===== config.mk =====
export PLATFORM = sky130hd
export DESIGN_NAME = rx_monitor_top
export DESIGN_NICKNAME = d
export VERILOG_FILES = /design/src/logic/rssi_pkg.sv /design/src/logic/rx_monitor_top.sv /design/src/logic/squelch_gate.sv /design/src/logic/rssi_meter.sv /design/src/logic/register_io.sv /design/src/logic/setting_reg.sv
export VERILOG_INCLUDE_DIRS = /design/src /design/src/logic
export SDC_FILE = /design/constraint.sdc
export NUM_CORES = 2
export LEC_CHECK = 0
export BUFFER_PORTS_ARGS = -buffer_cell sky130_fd_sc_hd__clkbuf_2
export CORE_MARGIN = 8
export CORE_UTILIZATION = 47
export DETAILED_ROUTE_END_ITERATION = 16
export GPL_ROUTABILITY_DRIVEN = 0
export PLACE_DENSITY = 0.64
export SETUP_SLACK_MARGIN = 0.05
export SYNTH_ARGS = -nofsm -noshare
export SYNTH_HDL_FRONTEND = slang
export SYNTH_HIERARCHICAL = 1
export SYNTH_SLANG_ARGS = --single-unit

===== constraint.sdc =====
create_clock -name clk -period 4.1 [get_ports clk]
set_input_delay 0 -clock clk [delete_from_list [all_inputs] [get_ports clk]]
set_output_delay 0 -clock clk [all_outputs]
set_load 0.01 [all_outputs]

===== src/logic/rssi_defines.svh =====
`ifndef RSSI_DEFINES_SVH
`define RSSI_DEFINES_SVH

// number of host setting registers
`define NUM_SETTINGS 8

// setting addresses used by the squelch
`define ADDR_THRESHHOLD 1
`define ADDR_RSSI_WAIT 2

// rssi values sit at base .. base+3
`define ADDR_RSSI_BASE 9

// leaky average decay, old - (old >> shift)
`define RSSI_SHIFT 4

`endif

===== src/logic/rssi_pkg.sv =====
`default_nettype none

package rssi_pkg;

    // signed receive sample from the rx chain
    typedef logic signed [15:0] sample_t;

    // leaky-average signal strength, unsigned
    typedef logic [31:0] rssi_t;

    // host register bus
    typedef logic [6:0]  reg_addr_t;
    typedef logic [31:0] reg_data_t;

endpackage

`default_nettype wire


===== src/logic/rx_monitor_top.sv =====
`timescale 1ns/10ps
`default_nettype none

module rx_monitor_top
    (
    input  wire logic                clk,
    input  wire logic                rst,
    input  wire rssi_pkg::sample_t   sample_0,
    input  wire rssi_pkg::sample_t   sample_1,
    input  wire rssi_pkg::sample_t   sample_2,
    input  wire rssi_pkg::sample_t   sample_3,
    input  wire logic                sample_stb_0,
    input  wire logic                sample_stb_1,
    input  wire logic                sample_stb_2,
    input  wire logic                sample_stb_3,
    input  wire logic [1:0]          enable,
    input  wire rssi_pkg::reg_addr_t addr,
    input  wire rssi_pkg::reg_data_t datain,
    output rssi_pkg::reg_data_t      dataout,
    output wire logic [15:0]         debugbus,
    output logic                     squelch_open
    );

    import rssi_pkg::*;

    rssi_t     rssi_0;
    rssi_t     rssi_1;
    rssi_t     rssi_2;
    rssi_t     rssi_3;
    reg_data_t threshhold;
    reg_data_t rssi_wait;

    rssi_meter meter_0 (.clk(clk), .rst(rst), .sample(sample_0), .sample_stb(sample_stb_0),
                        .rssi(rssi_0));
    rssi_meter meter_1 (.clk(clk), .rst(rst), .sample(sample_1), .sample_stb(sample_stb_1),
                        .rssi(rssi_1));
    rssi_meter meter_2 (.clk(clk), .rst(rst), .sample(sample_2), .sample_stb(sample_stb_2),
                        .rssi(rssi_2));
    rssi_meter meter_3 (.clk(clk), .rst(rst), .sample(sample_3), .sample_stb(sample_stb_3),
                        .rssi(rssi_3));

    register_io register_io_i
    (
        .clk(clk),
        .rst(rst),
        .enable(enable),
        .addr(addr),
        .datain(datain),
        .dataout(dataout),
        .debugbus(debugbus),
        .rssi_0(rssi_0),
        .rssi_1(rssi_1),
        .rssi_2(rssi_2),
        .rssi_3(rssi_3),
        .threshhold(threshhold),
        .rssi_wait(rssi_wait)
    );

    squelch_gate squelch_gate_i
    (
        .clk(clk),
        .rst(rst),
        .rssi_0(rssi_0),
        .rssi_1(rssi_1),
        .rssi_2(rssi_2),
        .rssi_3(rssi_3),
        .threshhold(threshhold),
        .rssi_wait(rssi_wait),
        .squelch_open(squelch_open)
    );

endmodule

`default_nettype wire


===== src/logic/squelch_gate.sv =====
`timescale 1ns/10ps
`default_nettype none

module squelch_gate
    (
    input  wire logic                clk,
    input  wire logic                rst,
    input  wire rssi_pkg::rssi_t     rssi_0,
    input  wire rssi_pkg::rssi_t     rssi_1,
    input  wire rssi_pkg::rssi_t     rssi_2,
    input  wire rssi_pkg::rssi_t     rssi_3,
    input  wire rssi_pkg::reg_data_t threshhold,
    input  wire rssi_pkg::reg_data_t rssi_wait,
    output logic                     squelch_open
    );

    import rssi_pkg::*;

    logic      loud;
    reg_data_t quiet_cnt;

    assign loud = (rssi_0 > threshhold) || (rssi_1 > threshhold) ||
                  (rssi_2 > threshhold) || (rssi_3 > threshhold);

    always_ff @(posedge clk)
    begin
        if (rst)
        begin
            squelch_open <= 1'b0;
            quiet_cnt    <= '0;
        end
        else if (loud)
        begin
            squelch_open <= 1'b1;
            quiet_cnt    <= '0; // restart hang time
        end
        else if (squelch_open)
        begin
            quiet_cnt <= quiet_cnt + 32'd1;
            if (quiet_cnt == rssi_wait)
            begin
                squelch_open <= 1'b0; // hang time used up
            end
        end
    end

    // opening needs a loud channel at the previous edge
    assert property (@(posedge clk) disable iff (rst) !loud |=> !$rose(squelch_open));

endmodule

`default_nettype wire


===== src/logic/rssi_meter.sv =====
`timescale 1ns/10ps
`default_nettype none

`include "rssi_defines.svh"

module rssi_meter
    (
    input  wire logic              clk,
    input  wire logic              rst,
    input  wire rssi_pkg::sample_t sample,
    input  wire logic              sample_stb,
    output rssi_pkg::rssi_t        rssi
    );

    import rssi_pkg::*;

    logic [15:0] abs_val;
    rssi_t       mag;

    always_comb
    begin
        if (sample == sample_t'(16'h8000))
        begin
            abs_val = 16'h7fff; // saturate most negative
        end
        else if (sample < 0)
        begin
            abs_val = 16'(-sample);
        end
        else
        begin
            abs_val = 16'(sample);
        end
        mag = rssi_t'(abs_val);
    end

    always_ff @(posedge clk)
    begin
        if (rst)
        begin
            rssi <= '0;
        end
        else if (sample_stb)
        begin
            rssi <= rssi - (rssi >> `RSSI_SHIFT) + mag;
        end
    end

    // average only moves on a strobe
    assert property (@(posedge clk) disable iff (rst) !sample_stb |=> $stable(rssi));

endmodule

`default_nettype wire


===== src/logic/register_io.sv =====
`timescale 1ns/10ps
`default_nettype none

`include "rssi_defines.svh"

module register_io
    (
    input  wire logic                clk,
    input  wire logic                rst,
    input  wire logic [1:0]          enable,
    input  wire rssi_pkg::reg_addr_t addr,
    input  wire rssi_pkg::reg_data_t datain,
    output rssi_pkg::reg_data_t      dataout,
    output wire logic [15:0]         debugbus,
    input  wire rssi_pkg::rssi_t     rssi_0,
    input  wire rssi_pkg::rssi_t     rssi_1,
    input  wire rssi_pkg::rssi_t     rssi_2,
    input  wire rssi_pkg::rssi_t     rssi_3,
    output rssi_pkg::reg_data_t      threshhold,
    output rssi_pkg::reg_data_t      rssi_wait
    );

    import rssi_pkg::*;

    logic      strobe;
    reg_data_t settings [`NUM_SETTINGS];
    reg_data_t read_val;

    // bit 1 selects, bit 0 low means write
    assign strobe = enable[1] && !enable[0];

    genvar i;
    generate
        for (i = 0; i < `NUM_SETTINGS; i++)
        begin : g_setting
            setting_reg #(.my_addr(i)) setting_reg_i
            (
                .clk(clk),
                .rst(rst),
                .strobe(strobe),
                .addr(addr),
                .in(datain),
                .out(settings[i])
            );
        end
    endgenerate

    always_comb
    begin
        case (addr)
            reg_addr_t'(`ADDR_RSSI_BASE):     read_val = rssi_0;
            reg_addr_t'(`ADDR_RSSI_BASE + 1): read_val = rssi_1;
            reg_addr_t'(`ADDR_RSSI_BASE + 2): read_val = rssi_2;
            reg_addr_t'(`ADDR_RSSI_BASE + 3): read_val = rssi_3;
            default:                          read_val = settings[addr[2:0]]; // aliases every 8
        endcase
    end

    always_ff @(posedge clk)
    begin
        if (rst || !enable[1])
        begin
            dataout <= '0;
        end
        else if (enable[0])
        begin
            dataout <= read_val;
        end
        // writes leave dataout alone
    end

    assign threshhold = settings[`ADDR_THRESHHOLD];
    assign rssi_wait  = settings[`ADDR_RSSI_WAIT];

    assign debugbus = {clk, enable, addr[2:0], datain[4:0], dataout[4:0]};

    // idle bus always reads back as zero
    assert property (@(posedge clk) disable iff (rst) !enable[1] |=> dataout == '0);

endmodule

`default_nettype wire


===== src/logic/setting_reg.sv =====
`timescale 1ns/10ps
`default_nettype none

module setting_reg
    #(
    parameter int my_addr = 0
    )
    (
    input  wire logic               clk,
    input  wire logic               rst,
    input  wire logic               strobe,
    input  wire rssi_pkg::reg_addr_t addr,
    input  wire rssi_pkg::reg_data_t in,
    output rssi_pkg::reg_data_t     out
    );

    import rssi_pkg::*;

    logic hit;

    assign hit = strobe && (addr == reg_addr_t'(my_addr)); // only address check on writes

    always_ff @(posedge clk)
    begin
        if (rst)
        begin
            out <= '0;
        end
        else if (hit)
        begin
            out <= in;
        end
    end

endmodule

`default_nettype wire


==> summary.txt <==
LAYOUT
----------------------------------------------------------------------------------------
FF+latch area                                                                  8990 um^2
Fraction of layout cells with a size suffix above 1                                15.5%
Number of nets in the finished design                                               4880
Util after Layout                                                                  53.8%
Commonest non-fill, non-tap cells in the layout                             558 x sky130_fd_sc_hd__nand2b_1, 449 x sky130_fd_sc_hd__dfxtp_1, 387 x sky130_fd_sc_hd__mux2i_1
Leading cell type in the layout, fill and taps excluded                     sky130_fd_sc_hd__nand2b_1
Area grow syn2layout                                                               13.8%
Multi-input gate area                                                         25200 um^2
Number of fill cells                                                                7050
Number of standard cells in the final layout excluding fillers                      5483

TIMING
----------------------------------------------------------------------------------------
Fin crit period                                                                  3790 ps
Final-report setup violation count                                                     0
Slew headroom                                                                      26.8%
Layout Skew                                                                      32.0 ps
Setup repair after global routing missed its margin                                 true
Final Slew Violations                                                                  0
Final worst path period share                                                      92.5%
Highest achievable clock rate                                                    264 MHz
Final hold violations                                                                  0
Slack of the critical path                                                        306 ps
Pin slew with the least headroom to its limit                                    1090 ps
Hold slack final                                                                 39.6 ps

WORST SETUP PATH
----------------------------------------------------------------------------------------
Critical path start-end classification                                      input port to register
Setup slack of the worst register-to-register path                                610 ps
Maximum fanout along the worst path                                                    3
Critical Path End Type                                                          register
Launch instance of the worst register-to-register path                      meter_0/rssi[10]
Crit path from                                                               sample_1[1]
Worst EP required                                                                4610 ps
Arrival time of data at the critical path endpoint                               4310 ps
CP startpoint kind                                                            input port

DETAILED ROUTING
----------------------------------------------------------------------------------------
Total routed wire length on the met1 layer                                       49.9 mm
Vias/cell                                                                           5.65
Initial DRC count                                                                   2707
Count of unresolved DRC violations after routing                                       0
Detailed Route WL                                                                 111 mm
Routed WL per cell                                                               20.3 um
Routed via count                                                                   30989
Highest metal layer with signal wires                                               met4
Met3 Routed Length                                                               6.81 mm
Routed Antenna Nets                                                                    0
Met2 wire len                                                                    50.0 mm
Number of search-and-repair iterations in the first detailed-routing pass              6

CLOCK NETWORK
----------------------------------------------------------------------------------------
CTS clock-pin slew for the worst setup and hold paths                              60 ps
Total setup buffers inserted after CTS                                                 0
Clock tree root driver cell                                                 sky130_fd_sc_hd__clkbuf_16
Depth of the CTS H-tree                                                                2
Maximum root-to-sink buffer count                                                      3
Clock latency of the later-clocked register in the worst-skew pair                640 ps
CTS tree                                                                            done
Cts bufs inserted                                                                     55

PLACED DESIGN
----------------------------------------------------------------------------------------
Worst setup slack after placement                                                -286 ps
Count of input and output buffers                                                    159
Number of placed instances, taps included                                           5345
Sum of net half-perimeters after detailed placement                              83.2 mm

GRT
----------------------------------------------------------------------------------------
First-pass GRT wire length                                                        173 mm
Antenna violations before repair                                                       3
Largest net degree at the start of global routing                                    205
Via count of the first global-routing pass                                         30225
Total routing resource utilization after global routing                            24.9%
GRT overflow                                                                           0

PWR
----------------------------------------------------------------------------------------
Leakage                                                                          16.7 nW
Worst voltage drop across the vdd grid                                          0.392 mV
Pwr per Cell Area                                                            707 nW/um^2

FLOORPLANNING
----------------------------------------------------------------------------------------
CORE AREA                                                                     77200 um^2
Row count                                                                            102
Initial core utilization                                                           47.3%
Num ports                                                                            160
Die Y                                                                             295 um
Total die area                                                                86900 um^2
Chip Width                                                                        295 um

RUN
----------------------------------------------------------------------------------------
Max-cap viol count                                                                     0

SYNTH
----------------------------------------------------------------------------------------
Cell count after synthesis                                                          4139
Most used flip-flop cell after synthesis                                    sky130_fd_sc_hd__dfxtp_1
Post-synth net total                                                                4623
Count of flip-flops with a built-in enable after synthesis                             0
Post-synthesis instance area                                                  36500 um^2
Warning count from the yosys run                                                       6
Seq cells post-synth                                                                 449
Post-Synthesis Mean Instance Area                                              8.82 um^2
Post-synthesis async set-or-reset flop share                                          0%
Proportion of synthesized chip area in sequential cells                            24.6%
Cell taking the most area after synthesis                                   sky130_fd_sc_hd__dfxtp_1
Cell variety after synth                                                             110
Fraction of post-synthesis cell area in the top cell type by area                  24.6%
Biggest area contributors in the synthesized netlist                        sky130_fd_sc_hd__dfxtp_1 25%, sky130_fd_sc_hd__mux2i_1 11%, sky130_fd_sc_hd__ha_1 11%

HOLD PATH
----------------------------------------------------------------------------------------
Start point of the worst hold path                                          sample_stb_0
Path class of the lowest-slack min-delay path                               input port to register

STATUS
----------------------------------------------------------------------------------------
Outcome                                                                        completed

-- logic make-up (layout without fill, tap and decap cells) --
| group | after synthesis | in the layout | synth area share [%] |
|---|---|---|---|
| AOI/OAI and AO/OA | 783 | 783 | 14.8 |
| xor gates and xnor gates | 201 | 201 | 4.82 |
| adders and majority gates | 373 | 373 | 14.1 |
| buffers and inverters | 529 | 830 | 6.97 |
| DFF | 449 | 449 | 24.6 |
| muxes | 450 | 450 | 13.7 |
| other | 0 | 3 | 0 |
| and+or+nand+nor | 1354 | 1354 | 21.0 |
-- area by class of cell --
| cell class | count | share of cell area (%) |
|---|---|---|
| timing repair buffer | 435 | 7.26 |
| sequential | 449 | 21.6 |
| clock buffer | 77 | 3.78 |
| tap | 1040 | 3.13 |
| multi-input combinational | 3161 | 60.6 |
| clock inverter | 25 | 0.904 |
| inverter | 293 | 2.65 |
| antenna | 3 | 0.0181 |
-- report_power, final --
group          switching [mW]  internal (mW)  total (mW)
Sequential              0.917           4.84        5.76
Combinational            9.97           8.39        18.4
Clock                    2.11           3.13        5.24
Total                    13.0           16.4        29.4
-- stage by stage --
stage | setup TNS (ps) | total power [mW] | instance area, um^2
5_1_grt | 0 | 31.7 | 41500
3_5_place_dp | -6310 | 23.9 | 39200
4_1_cts | 0 | 29.2 | 41500
3_3_place_gp | -4490 | 23.7 | 39200
2_1_floorplan | -3.25 | 18.3 | 36700
6_report | 0 | 29.4 | 41500
-- critical path, stage by stage --
cell                       delay (ps)
sky130_fd_sc_hd__clkbuf_2          90
sky130_fd_sc_hd__inv_1             70
sky130_fd_sc_hd__ha_1             160
sky130_fd_sc_hd__nand2b_1         110
sky130_fd_sc_hd__nand2b_1         180
sky130_fd_sc_hd__or4_4            430
sky130_fd_sc_hd__or2_4            260
sky130_fd_sc_hd__buf_4            140
sky130_fd_sc_hd__o311ai_0         320
sky130_fd_sc_hd__o21ai_0          220
sky130_fd_sc_hd__fa_1             520
sky130_fd_sc_hd__inv_1             40
sky130_fd_sc_hd__ha_1             290
sky130_fd_sc_hd__buf_4            150
sky130_fd_sc_hd__inv_1             60
sky130_fd_sc_hd__o21bai_1          90
sky130_fd_sc_hd__a21oi_1          210
sky130_fd_sc_hd__o311ai_0         180
sky130_fd_sc_hd__a221oi_1         300
sky130_fd_sc_hd__buf_4            180
sky130_fd_sc_hd__nor3_1            60
sky130_fd_sc_hd__a211o_1          260
-- metal layers --
layer	GRT usage, %	vias up
li1	-	15077
met1	33.4	14790
met2	40.1	925
met3	3.73	197
met4	9.65	0
met5	0	-
-- final timing paths --
path              cells after the start               end
setup / recovery                     22  meter_1/rssi[24]
hold / removal                        4   meter_0/rssi[3]
setup reg to reg                     13  meter_0/rssi[31]
hold reg to reg                       2          register
-- synth_stat cells, drive strengths merged, types with 26 or more instances --
cell type / number
a31oi: 37
o21ai: 163
mux4: 37
nand2b: 558
clkbuf: 134
a21oi: 191
nor3: 42
a21o: 63
a211oi: 35
nand3: 80
nand4: 63
fa: 64
nor2: 220
ha: 309
mux2i: 387
inv: 293
nand2: 226
xor2: 57
nor4: 50
o21bai: 28
xnor2: 144
a22oi: 55
mux2: 26
buf: 102
dfxtp: 449
-- repair_timing --
action / CTS / global route
endpoints found under the setup margin: 0 / 5
endpoints found under the hold margin: 289 / 0
hold buffers: 34 / 0
gates resized for setup: 0 / 4
-- state kept, by name, indices dropped and copies added (netlist names) --
signal,count
meter_2/rssi,32
meter_3/rssi,32
register_io_i/g_setting.setting_reg_i/out,256
register_io_i/dataout,32
meter_0/rssi,32
squelch_gate_i/quiet_cnt,32
meter_1/rssi,32
squelch_gate_i/squelch_open,1
No activity file was read; power rests on OpenSTA's default activity.
